[src/common/dcq_consts.svh]
// width, queue depth and stall threshold macros for the request queues
`ifndef DCQ_CONSTS_SVH
`define DCQ_CONSTS_SVH

// field widths
`define DCQ_ADDR_W 37 // physical line address
`define DCQ_REQ_W 5
`define DCQ_CTRL_W 5
`define DCQ_DATA_W 64 // single store lane

// queue depths need not be powers of two
`define DCQ_STORE_DEPTH 20
`define DCQ_READ_DEPTH 20
`define DCQ_CODE_DEPTH 8
`define DCQ_MISS_DEPTH 28

// store queue fill level that raises the stall hint
`define DCQ_STALL_CNT 12

`endif

[src/common/dcq_pkg.sv]
// payload, ring bus and cache port types of the request queue front end
`include "dcq_consts.svh"

package dcq_pkg;

  typedef logic [`DCQ_ADDR_W-1:0] addr_t;
  typedef logic [`DCQ_REQ_W-1:0] req_id_t;
  typedef logic [`DCQ_CTRL_W-1:0] ctrl_id_t;

  typedef struct packed {
    addr_t addr;
    logic [`DCQ_DATA_W-1:0] data;
    logic [`DCQ_DATA_W/8-1:0] be; // byte enables
  } store_op_t;

  typedef struct packed {
    addr_t addr;
    req_id_t req;
    logic dupl;
    logic want_excl;
  } read_req_t;

  typedef struct packed {
    addr_t addr;
    req_id_t req;
  } code_req_t;

  typedef struct packed {
    addr_t addr;
    req_id_t req;
    logic dupl;
    logic want_excl;
    logic code; // miss came from a code read
  } miss_req_t;

  typedef struct packed {
    ctrl_id_t src_ctrl;
    req_id_t src_req;
    addr_t addr;
    logic want_excl;
    logic dupl;
    logic code;
  } bus_req_t;

  typedef struct packed {
    logic used;
    ctrl_id_t dst_ctrl;
    req_id_t dst_req;
  } bus_reply_t;

  typedef enum logic [1:0] {
    kind_insert,
    kind_data_read,
    kind_code_read,
    kind_store
  } port_kind_t;

  typedef struct packed {
    logic valid;
    port_kind_t kind;
    addr_t addr;
    req_id_t req;
    logic dupl;
    logic want_excl;
    logic [`DCQ_DATA_W-1:0] data;
    logic [`DCQ_DATA_W/8-1:0] be;
  } cache_port_t;

  // line fill formed from a bus reply
  typedef struct packed {
    logic valid;
    addr_t addr;
    req_id_t req;
    logic dupl;
  } insert_t;

endpackage

[src/verilog/dcq_port_arbiter.sv]
// fixed priority cache port arbiter with queue pops and registered port output
`timescale 1ns/1ps

module dcq_port_arbiter (
  input  logic clk,
  input  logic rst,
  input  logic port_ready,
  input  dcq_pkg::store_op_t st_head,
  input  logic st_nonempty,
  input  dcq_pkg::read_req_t rd_head,
  input  logic rd_nonempty,
  input  dcq_pkg::code_req_t cd_head,
  input  logic cd_nonempty,
  input  dcq_pkg::insert_t insert,
  output logic st_pop,
  output logic rd_pop,
  output logic cd_pop,
  output dcq_pkg::cache_port_t port_out
);

  logic queue_slot;
  dcq_pkg::cache_port_t next_port;

  // insert wins even without port_ready
  assign queue_slot = port_ready && !insert.valid;

  assign rd_pop = queue_slot && rd_nonempty;
  assign cd_pop = queue_slot && !rd_nonempty && cd_nonempty;
  assign st_pop = queue_slot && !rd_nonempty && !cd_nonempty && st_nonempty;

  always_comb
  begin
    next_port = '0;
    if (insert.valid)
    begin
      next_port.valid = 1'b1;
      next_port.kind = dcq_pkg::kind_insert;
      next_port.addr = insert.addr;
      next_port.req = insert.req;
      next_port.dupl = insert.dupl;
    end
    else if (rd_pop)
    begin
      next_port.valid = 1'b1;
      next_port.kind = dcq_pkg::kind_data_read;
      next_port.addr = rd_head.addr;
      next_port.req = rd_head.req;
      next_port.dupl = rd_head.dupl;
      next_port.want_excl = rd_head.want_excl;
    end
    else if (cd_pop)
    begin
      next_port.valid = 1'b1;
      next_port.kind = dcq_pkg::kind_code_read;
      next_port.addr = cd_head.addr;
      next_port.req = cd_head.req;
    end
    else if (st_pop)
    begin
      next_port.valid = 1'b1;
      next_port.kind = dcq_pkg::kind_store;
      next_port.addr = st_head.addr;
      next_port.data = st_head.data;
      next_port.be = st_head.be;
    end
  end

  always_ff @(posedge clk)
  begin
    port_out <= next_port;
    if (rst)
      port_out.valid <= 1'b0;
  end

endmodule

[config.mk]
export PLATFORM = sky130hd
export DESIGN_NAME = dcq_port_arbiter
export DESIGN_NICKNAME = d
export VERILOG_FILES = /design/src/common/dcq_pkg.sv /design/src/verilog/dcq_port_arbiter.sv
export VERILOG_INCLUDE_DIRS = /design/src /design/src/common
export SDC_FILE = /design/constraint.sdc
export NUM_CORES = 1
export LEC_CHECK = 0
export CAP_MARGIN = 10
export CORE_AREA = 10 10 135 137
export CTS_BUF_LIST = sky130_fd_sc_hd__clkbuf_8
export CTS_CLUSTER_DIAMETER = 40
export DETAILED_ROUTE_END_ITERATION = 8
export DIE_AREA = 0 0 145 147
export DONT_BUFFER_PORTS = 1
export GPL_TIMING_DRIVEN = 0
export PLACE_DENSITY = 0.42
export SKIP_LAST_GASP = 1
export SLEW_MARGIN = 10
export SYNTH_ARGS = -nofsm -noshare
export SYNTH_HDL_FRONTEND = slang
export SYNTH_SLANG_ARGS = --single-unit
[constraint.sdc]
create_clock -name clk -period 2.5 [get_ports clk]
set_clock_uncertainty 0.2 [all_clocks]
set_input_delay 0.5 -clock clk [delete_from_list [all_inputs] [get_ports clk]]
set_output_delay 0.5 -clock clk [all_outputs]
set_load 0.05 [all_outputs]
==> results.json <==
{
  "hold_viol": 0,
  "port_buffers": 0,
  "fin_crit_sh_pct": 95.6,
  "fin_total_pwr_mw": 4.45,
  "clkTransAtPathRegs_ns": 0.08,
  "cp_cell_sequence": "buf_6, nor2b_2, and3_1, buf_1",
  "start_util_pct": 25.9,
  "gp_congestion": 0.793,
  "synthMostInstantiatedCell": "dfxtp_1",
  "htree_levels": 4,
  "die-area_sq_um": 21300,
  "max_freq_mhz": 418,
  "cts_tree": "done",
  "vdd_drop_max_mv": 0.283,
  "drt-initial-drc-count": 142,
  "synth_edf_count": 0,
  "synthTopCellsByArea": "dfxtp_1 (59%), and2_1 (11%), o21ai_0 (8.6%)",
  "synth_area_sq_um": 4040,
  "fin_cells": 768,
  "grt_max_degree": 17,
  "cts_root_buffer": "clkbuf_8",
  "syn_area_per_cell_sq_um": 10.1,
  "path_buf_inv": 2,
  "post-route-drc-count": 0,
  "power.leakage_nw": 2.35,
  "track_usage_pct": 16.7,
  "cpPeakStageDelay_ns": 0.78,
  "ys_top_cells_by_count": "dfxtp_1 (119), and2_1 (73), o21ai_0 (69)",
  "syn_inst": 398,
  "worstHoldPathType": "in -> reg",
  "synth_cell_types": 22,
  "wire_per_inst_um": 24.1,
  "period_minus_slack_ns": 2.39,
  "pwr_density_cell_nw_per_um2": 748,
  "cp_slowest_cell": "buf_1",
  "hold_slack_ns": 0.0357,
  "fin_nets": 785,
  "hpwlAfterDp_mm": 14.2,
  "crit_arrival_ns": 1.69,
  "start_kind": "primary input",
  "critPathRequiredTime_ns": 1.80,
  "dp.cells": 614,
  "placedInstanceArea_sq_um": 4310,
  "slew_headroom_pct": 29.5,
  "yosys_warnings": 0,
  "grt_pass1_vias": 4088,
  "worstMarginPinSlew_ns": 1.06,
  "wl_mm": 18.5,
  "area_growth_pct": 47.4,
  "grt_pass1_wl_mm": 27.0,
  "tns_ns": 0,
  "core.rowCount": 46,
  "stdcell_area_sq_um": 5950,
  "fin_util_pct": 38.2,
  "ys.flop_type": "dfxtp_1",
  "maxSlewViolCount": 0,
  "num_io_pins": 367,
  "rsz0062_at_grt": "yes",
  "setup-violations-final": 0,
  "synth_top_cell_by_area": "dfxtp_1",
  "fill_cells": 1515,
  "ys_seq_elements": 119,
  "worstPathMaxFanout": 9,
  "antenna_found_initial": 0,
  "critPathKind": "in -> out",
  "top_register": "port_out",
  "startpoint": "insert[43]",
  "gr-total-overflow": 0,
  "status": "complete, no violations",
  "yosysTopAreaCellShare_pct": 59.0,
  "clock-sinks": 119,
  "pre_cts_slack_ns": -0.139,
  "drtPass1Iterations": 7,
  "die_h_um": 147,
  "die_x_um": 145,
  "async_flop_share_pct": 0,
  "fp.coreArea_sq_um": 15600,
  "vias_per_cell": 4.75,
  "largest_reg_flops": 119,
  "critPathCaptureType": "primary output",
  "cp-endpoint": "cd_pop",
  "setup_ws_ns": 0.109,
  "cts-buffers-inserted": 17,
  "syn_nets": 643,
  "path_depth": 4,
  "clockBufferDepth": 2,
  "cts_setup_buffers": 0,
  "critPathTopFamily": "buffers and inverters",
  "diodes": 0,
  "vias": 3650,
  "drive_gt1_share_pct": 9.06,
  "postRouteAntennaNets": 0,
  "reg.largest.list": "port_out (119)",
  "ys_seq_area_share_pct": 59.0,
  "cap_viol_max_count": 0
}
-- worst min path at each step --
stage / start / endpoint / slack [ns] / cells after the start
2_1_floorplan: rst / port_out[118] / 0.37 / 1
3_3_place_gp: rst / port_out[118] / 0.37 / 1
3_5_place_dp: rst / port_out[118] / 0.38 / 1
4_1_cts: insert[13] / port_out[86] / 0.006 / 2
5_1_grt: insert[13] / port_out[86] / 0.01 / 2
6_report: insert[13] / port_out[86] / 0.04 / 2
-- kinds of logic after synthesis --
family                 synth area share [%]
AO/OA/AOI/OAI                          19.0
buffers and inverters                  5.17
flip-flops                             59.0
AND/OR/NAND/NOR                        16.9
-- final cells by class --
type / count / area (sq um) / share of cell area [%]
Buffer: 36 / 208 / 3.49
Clock buffer: 17 / 234 / 3.93
Clock inverter: 14 / 175 / 2.94
Inverter: 1 / 3.75 / 0.0631
Multi-Input combinational cell: 242 / 1450 / 24.3
Sequential cell: 119 / 2380 / 40.0
Tap cell: 216 / 270 / 4.54
Timing Repair Buffer: 123 / 1230 / 20.7
-- placed cells by master, fill, tap and decap left out, drive strengths merged --
cell type / count
a21oi: 1
a221o: 5
a221oi: 37
a22o: 1
and2: 73
and3: 8
buf: 15
bufinv: 3
clkbuf: 38
clkinv: 8
dfxtp: 119
dlygate4sd3: 123
inv: 4
nand2: 37
nor2: 1
nor2b: 2
o21a: 1
o21ai: 74
or2: 1
or3: 1
-- repair_timing --
| item | 4_1_cts | 5_1_grt |
|---|---|---|
| pin swaps | 0 | 0 |
| hold buffers | 123 | 0 |
| hold endpoints to repair | 116 | 0 |
| resized for setup | 2 | 3 |
| setup endpoints to repair | 1 | 2 |
-- report_power, final --
group	switching [mW]	internal, mW	total [mW]
clock	0.831	0.990	1.82
combinational	0.159	0.207	0.366
sequential	0.296	1.97	2.26
-- layer usage --
metal / up-vias / wire, um / GRT usage [%]
met5: - / 0 / 0
met4: 0 / 308 / 6.33
met3: 17 / 1930 / 7.83
met2: 273 / 9200 / 28.5
met1: 1687 / 7040 / 17.5
li1: 1673 / - / -
Power figures use the tool's default switching activity.
