### src/verilog/dcq_queue.sv
// RAM based FIFO with wrapping pointers and an occupancy counter
`timescale 1ns/1ps

module dcq_queue #(
  parameter type payload_t = logic,
  parameter int DEPTH = 4
) (
  input  logic clk,
  input  logic rst,
  input  logic push,
  input  payload_t push_data,
  input  logic pop,
  output payload_t head,
  output logic nonempty,
  output logic [$clog2(DEPTH+1)-1:0] count
);

  localparam int PTR_W = $clog2(DEPTH);
  localparam int CNT_W = $clog2(DEPTH + 1);

  payload_t mem [DEPTH];
  logic [PTR_W-1:0] wr_ptr;
  logic [PTR_W-1:0] rd_ptr;

  // pointers wrap at DEPTH-1 for any depth
  function automatic logic [PTR_W-1:0] next_ptr(input logic [PTR_W-1:0] ptr);
    return (ptr == PTR_W'(DEPTH - 1)) ? '0 : ptr + PTR_W'(1);
  endfunction

  assign head = mem[rd_ptr];
  assign nonempty = (count != '0);

  always_ff @(posedge clk)
  begin
    if (push)
      mem[wr_ptr] <= push_data;
  end

  always_ff @(posedge clk)
  begin
    if (rst)
    begin
      wr_ptr <= '0;
      rd_ptr <= '0;
      count <= '0;
    end
    else
    begin
      if (push)
        wr_ptr <= next_ptr(wr_ptr);
      if (pop)
        rd_ptr <= next_ptr(rd_ptr); // head retires
      if (push && !pop)
        count <= count + CNT_W'(1);
      else if (pop && !push)
        count <= count - CNT_W'(1);
    end
  end

endmodule

### config.mk
export PLATFORM = sky130hd
export DESIGN_NAME = dcq_queue
export DESIGN_NICKNAME = d
export VERILOG_FILES = /design/src/verilog/dcq_queue.sv
export SDC_FILE = /design/constraint.sdc
export NUM_CORES = 1
export LEC_CHECK = 0
export ABC_AREA = 1
export BUFFER_PORTS_ARGS = -buffer_cell sky130_fd_sc_hd__buf_2
export CELL_PAD_IN_SITES_DETAIL_PLACEMENT = 1
export CELL_PAD_IN_SITES_GLOBAL_PLACEMENT = 2
export CORE_AREA = 2 2 47 49
export CTS_BUF_LIST = sky130_fd_sc_hd__clkbuf_4 sky130_fd_sc_hd__clkbuf_8
export CTS_CLUSTER_SIZE = 10
export DETAILED_ROUTE_END_ITERATION = 8
export DIE_AREA = 0 0 49 51
export PLACE_DENSITY_LB_ADDON = 0.15
export SYNTH_ARGS = -nofsm -noshare
export SYNTH_HDL_FRONTEND = slang
export SYNTH_SLANG_ARGS = --single-unit
export TNS_END_PERCENT = 1
### constraint.sdc
create_clock -name clk -period 1.4 [get_ports clk]
set_input_delay 0.21 -clock clk [delete_from_list [all_inputs] [get_ports clk]]
set_output_delay 0.21 -clock clk [all_outputs]
set_load 0.005 [all_outputs]
==> results of run 1 <==
[placed cells by master, fill, tap and decap left out]
master | synthesis | final
nand4_1 | 1 | 1
nor3_2 | 1 | 1
clkbuf_4 | 0 | 4
nand3_1 | 1 | 1
edfxtp_1 | 4 | 4
nor2_1 | 11 | 11
dfxtp_1 | 9 | 8
a21oi_1 | 4 | 4
ha_1 | 6 | 6
nor3_1 | 1 | 1
inv_1 | 15 | 15
fa_1 | 1 | 1
o21ai_0 | 7 | 7
dfxtp_2 | 0 | 1
inv_2 | 1 | 1
buf_2 | 0 | 9
buf_4 | 0 | 4
nand2_1 | 9 | 9
[repair_timing]
item,in CTS,in global routing
hold endpoints to repair,0,0
endpoints found under the setup margin,0,1
gates resized for setup,0,1
[metal layers]
metal / routed length [um] / vias up
met4: 22 / 0
met1: 526 / 216
li1: - / 256
met3: 41 / 4
met5: 0 / -
met2: 547 / 7
[kinds of logic (layout without fill, tap and decap cells)]
logic type	Yosys count	in the layout	synth area share
buffers and inverters	16	33	0.0981
AOI/OAI and AO/OA	11	11	0.0900
and+or+nand+nor	24	24	0.166
DFF	13	13	0.491
adders and majority gates	7	7	0.155
[through the flow]
stage | total power (W) | hold WS (ns) | cells | setup WS (ns) | instance area (um2)
5_1_grt | 0.000905 | 0.138 | 116 | 0.0261 | 753
2_1_floorplan | 0.000538 | 0.282 | 71 | 0.139 | 612
3_3_place_gp | 0.000596 | 0.419 | 112 | 0.00622 | 722
4_1_cts | 0.000860 | 0.126 | 116 | 0.0541 | 752
6_report | 0.000842 | 0.125 | 116 | 0.105 | 753
3_5_place_dp | 0.000605 | 0.420 | 112 | -0.0550 | 722
[layout make-up]
type / count / area (um2) / share of cell area
clock buffers: 4 / 30.0 / 0.0399
inverters: 16 / 60.1 / 0.0797
multi-input cells: 42 / 251 / 0.334
flip-flops and latches: 13 / 302 / 0.400
well taps: 28 / 35.0 / 0.0465
repair buffers: 13 / 75.1 / 0.0997
[critical path, delay by kind of cell (launching register included)]
kind | cells | cell delay, ns
flops | 1 | 0.37
compound gates | 2 | 0.16
buf+inv | 1 | 0.13
simple gates | 2 | 0.15
[how the worst max path moves through the flow]
stage | endpoint | slack [ns] | depth (start not counted)
floorplan | count[2]$_SDFFE_PP0P_ | 0.14 | 10
global placement | count[2]$_SDFFE_PP0P_ | 0.006 | 11
detailed placement | count[2]$_SDFFE_PP0P_ | -0.06 | 11
CTS | head | 0.05 | 6
global route | head | 0.03 | 6
finish | head | 0.10 | 5
[power groups by stage]
stage | clock (W) | sequential (W) | combinational [W]
3_5_place_dp | 0 | 0.000454 | 0.000151
5_1_grt | 0.000276 | 0.000448 | 0.000181
2_1_floorplan | 0 | 0.000449 | 0.0000882
4_1_cts | 0.000262 | 0.000445 | 0.000153
6_report | 0.000250 | 0.000444 | 0.000148
3_3_place_gp | 0 | 0.000453 | 0.000144
==> results_dict.tcl, run 1 <==
set metrics [dict create \
    status "finished clean" \
    synth-seq-cells 13 \
    cts.sinks 13 \
    drt_first_pass_iters 3 \
    use_met3 0.0351 \
    syn_area_um2 612 \
    met2_usage 0.201 \
    power_leakage_nw 0.389 \
    criticalPathCategory "reg -> out" \
    critPathSlowestCell "edfxtp_1" \
    cp.required_ns 1.19 \
    gp_congestion 0.723 \
    ioPinCount 10 \
    met1_usage 0.116 \
    top_usage_layer "met2" \
    rsz0062_at_grt "false" \
    path_clk_slew_ns 0.08 \
    hold_viol 0 \
    drt-vias-per-instance 4.16 \
    grt_usage 0.113 \
    insertion_delay_ns 0.27 \
    grt_pass1_wl_um 2070 \
    layout.nets 101 \
    min_to "wr_ptr[0]$_SDFFE_PP0P_" \
    max_freq_mhz 772 \
    synth-seq-area-share 0.491 \
    yosys_warnings 0 \
    reg2reg_slack_ns 0.19 \
    die_x_um 49 \
    synth_area_leaders "dfxtp_1 (29%), edfxtp_1 (20%), ha_1 (12%), inv_1 (9.2%), nor2_1 (6.7%)" \
    cap_violations 0 \
    die_area_mm2 0.00250 \
    min_from "rst" \
    final_antenna_net_count 0 \
    cts_tree "done" \
    final_util 0.365 \
    critPathCaptureType "primary output" \
    wl_per_cell_um 9.81 \
    avgSynthCellArea_um2 8.62 \
    reg2reg_depth 7 \
    pwr_density_cell_mw_per_mm2 1120 \
    critPathMaxFanout 1 \
    yosysTopAreaCellShare 0.294 \
    port_buffers 9 \
    skew_ns 0.00188 \
    post_cts_buffers 0 \
    cp_cell_sequence "nor2_1, nor2_1, o21ai_0, o21ai_0, buf_2" \
    synth_top_flop_cell "dfxtp_1" \
    ir_drop_mv 0.355 \
    syn_nets 83 \
    async_reset_ff_frac 0 \
    setup.worst_path.start "mem[1]$_DFFE_PP_" \
    cp_slowest_stage_delay_ns 0.37 \
    drt-total-wl_um 1140 \
    drt_iter0_drc 1 \
    initial_core_util 0.297 \
    antenna_found_initial 0 \
    start_kind "flop" \
    whs_path_depth 2 \
    p_clk_frac 0.297 \
    maxSlewViolCount 0 \
    clockBufferDepth 2 \
    gr-total-overflow 0 \
    fin_crit_sh 0.925 \
    hold_buffers 0 \
    cts_buffers 3 \
    dp_hpwl_um 948 \
    switching_share 0.266 \
    combPwrFrac 0.176 \
    crit_arrival_ns 1.09 \
    placementRows 17 \
    period_needed_ns 1.30 \
    drc 0 \
    htreeDepth 1 \
    die_y_um 51 \
    ys_types 14 \
    crit-reg2reg-launch "count[0]$_SDFFE_PP0P_" \
    grt_max_degree 8 \
    yosysMostFrequentCell "inv_1" \
    synth_edf_count 4 \
    core_area_mm2 0.00206 \
    rr_endpoint "count[2]$_SDFFE_PP0P_" \
    hp-class "in -> reg" \
    cts-root-buf "clkbuf_4" \
    num_vias 483 \
    grt_pass1_vias 493 \
    yosysTopAreaCell "dfxtp_1" \
    internal-power_w 0.000618 \
    drive_gt1_frac 0.227 \
    worstMarginPinSlew_ns 0.187 \
    layout-area-overhead-vs-synth_pct 23.1 \
    setup_viol 0 \
    setup_tns_ns 0 \
    seq_power_share 0.527 \
    syn_inst 71 \
    fillers 280 \
    synth.top_cells.by_count "inv_1 (15), nor2_1 (11), dfxtp_1 (9), nand2_1 (9), o21ai_0 (7)" \
    p_sw_w 0.000224 \
    max_slew_margin 0.875 \
    num_antenna_cells 0 \
]
(Power assumes the default switching activity.)
==> inputs of run 2 (changes only) <==
--- a/config.mk
+++ b/config.mk
@@ -11,6 +11,7 @@
 export CELL_PAD_IN_SITES_GLOBAL_PLACEMENT = 2
 export CORE_AREA = 2 2 47 49
 export CTS_BUF_LIST = sky130_fd_sc_hd__clkbuf_4 sky130_fd_sc_hd__clkbuf_8
+export CTS_CLUSTER_DIAMETER = 30
 export CTS_CLUSTER_SIZE = 10
 export DETAILED_ROUTE_END_ITERATION = 8
 export DIE_AREA = 0 0 49 51
==> constraint.sdc (replaced) <==
create_clock -name clk -period 1.4 [get_ports clk]
set_input_delay 0.07 -clock clk [delete_from_list [all_inputs] [get_ports clk]]
set_output_delay 0.07 -clock clk [all_outputs]
set_load 0.005 [all_outputs]
==> run 2 against run 1 <==
Net effect: sequential share of layout area increased by 0.58 points; first-iteration DRC count unchanged; highest routed layer unchanged; critical path type is now reg -> reg; largest power group unchanged; sequential power about the same; clock skew increased by 0.0037 ns.
==> results_dict.tcl, run 2 (synthesized netlist as in run 1, its figures left out) <==
set metrics [dict create \
    status "finished clean" \
    final_antenna_net_count 0 \
    grt_pass1_wl_um 2080 \
    crit_arrival_ns 1.37 \
    layout.cells.non_filler 114 \
    pwr_density_cell_mw_per_mm2 1130 \
    critPathMaxFanout 3 \
    port_buffers 9 \
    die_x_um 49 \
    layout-area-overhead-vs-synth_pct 20.9 \
    maxSlewViolCount 0 \
    cp_cell_sequence "fa_1, inv_1, nand2_1, nand3_1, nand2_1, inv_1, nor2_1" \
    setup_ws_ns 0.215 \
    area.sequential_um2 300 \
    fin_hold_ws_ns 0.0139 \
    insertion_delay_ns 0.27 \
    wl_per_cell_um 9.43 \
    drc 0 \
    initial_core_util 0.297 \
    hold_buffers 1 \
    skew_ns 0.00560 \
    power_leakage_nw 0.378 \
    ir_drop_mv 0.486 \
    cts-root-buf "clkbuf_4" \
    start_kind "flop" \
    postCtsResizedCells 0 \
    drt_first_pass_iters 3 \
    antenna_found_initial 0 \
    period_needed_ns 1.18 \
    placementRows 17 \
    max_freq_mhz 844 \
    fin_crit_sh 0.846 \
    cts_tree "done" \
    cap_violations 0 \
    grt_pass1_vias 503 \
    drive_gt1_frac 0.186 \
    final_area_um2 739 \
    post_cts_buffers 0 \
    worstMarginPinSlew_ns 0.193 \
    cpLargestDelayFamily "adder cells" \
    num_vias 469 \
    hold_viol 0 \
    num_antenna_cells 0 \
    core_area_mm2 0.00206 \
    htreeDepth 1 \
    critPathSlowestCell "fa_1" \
    criticalPathCategory "reg -> reg" \
    gr-total-overflow 0 \
    cts.sinks 13 \
    rsz0062_at_grt "false" \
    final_common_cell "inv_1" \
    place_inst 109 \
    max_slew_margin 0.871 \
    path_clk_slew_ns 0.08 \
    ioPinCount 10 \
    critPathCaptureType "flop" \
    drt_iter0_drc 1 \
    cp.required_ns 1.58 \
    cp_slowest_stage_delay_ns 0.44 \
    dp_hpwl_um 888 \
    cts_buffers 3 \
    fillers 281 \
    grt_max_degree 8 \
    grt_usage 0.113 \
    gp_congestion 0.712 \
    hp-class "in -> reg" \
    clockBufferDepth 2 \
    multi_input_area_um2 251 \
    die_area_mm2 0.00250 \
    layout.nets 99 \
    dpl_worst_slack_ns 0.0482 \
    final_cell_mix "inv_1 (15), nor2_1 (11), nand2_1 (9), dfxtp_1 (9), buf_2 (9)" \
    cp_num_buf_inv 2 \
    setup_viol 0 \
    drt-total-wl_um 1080 \
    drt-vias-per-instance 4.11 \
    die_y_um 51 \
    post_dp_cell_area_um2 699 \
    setup_tns_ns 0 \
]
run 2: cell count changes in the layout (fill, tap and decap cells not counted), sizes merged:
cell,before,now
dlygate4sd3,0,1
buf,13,10
run 2: cell type report:
class / count / share of cell area
clock buffers: 4 / 0.0406
repair buffers: 11 / 0.0846
flip-flops and latches: 13 / 0.406
well taps: 28 / 0.0474
multi-input cells: 42 / 0.340
inverters: 16 / 0.0812
run 2: worst register-to-register path, stage by stage, from the launching register on:
cell and delay (ns):
dfxtp_1 0.35, fa_1 0.44, inv_1 0.06, nand2_1 0.06, nand3_1 0.06, nand2_1 0.05, inv_1 0.04, nor2_1 0.03
run 2: power breakdown:
group          switching, W  internal, W
combinational     0.0000768    0.0000642
clock              0.000122     0.000130
sequential        0.0000234     0.000419
run 2: metrics by stage:
stage,total power [W],utilization
after floorplan,0.000538,-
after global placement,0.000591,0.339
after detailed placement,0.000595,0.339
after CTS,0.000854,0.358
after global routing,0.000905,0.358
final,0.000835,0.358
run 2: layer usage:
metal / GRT usage / part of all wire
met5: 0 / 0
met2: 0.187 / 0.45
met3: 0.0526 / 0.029
met1: 0.126 / 0.51
met4: 0.0429 / 0.015
run 2: final timing paths:
check	start	endpoint	slack, ns	cells after the start
max reg2reg	count[0]$_SDFFE_PP0P_	count[2]$_SDFFE_PP0P_	0.22	7
min reg2reg	wr_ptr[1]$_SDFFE_PP0P_	wr_ptr[1]$_SDFFE_PP0P_	0.53	2
min	push_data	mem[3]$_DFFE_PP_	0.01	1
max	count[0]$_SDFFE_PP0P_	count[2]$_SDFFE_PP0P_	0.22	7
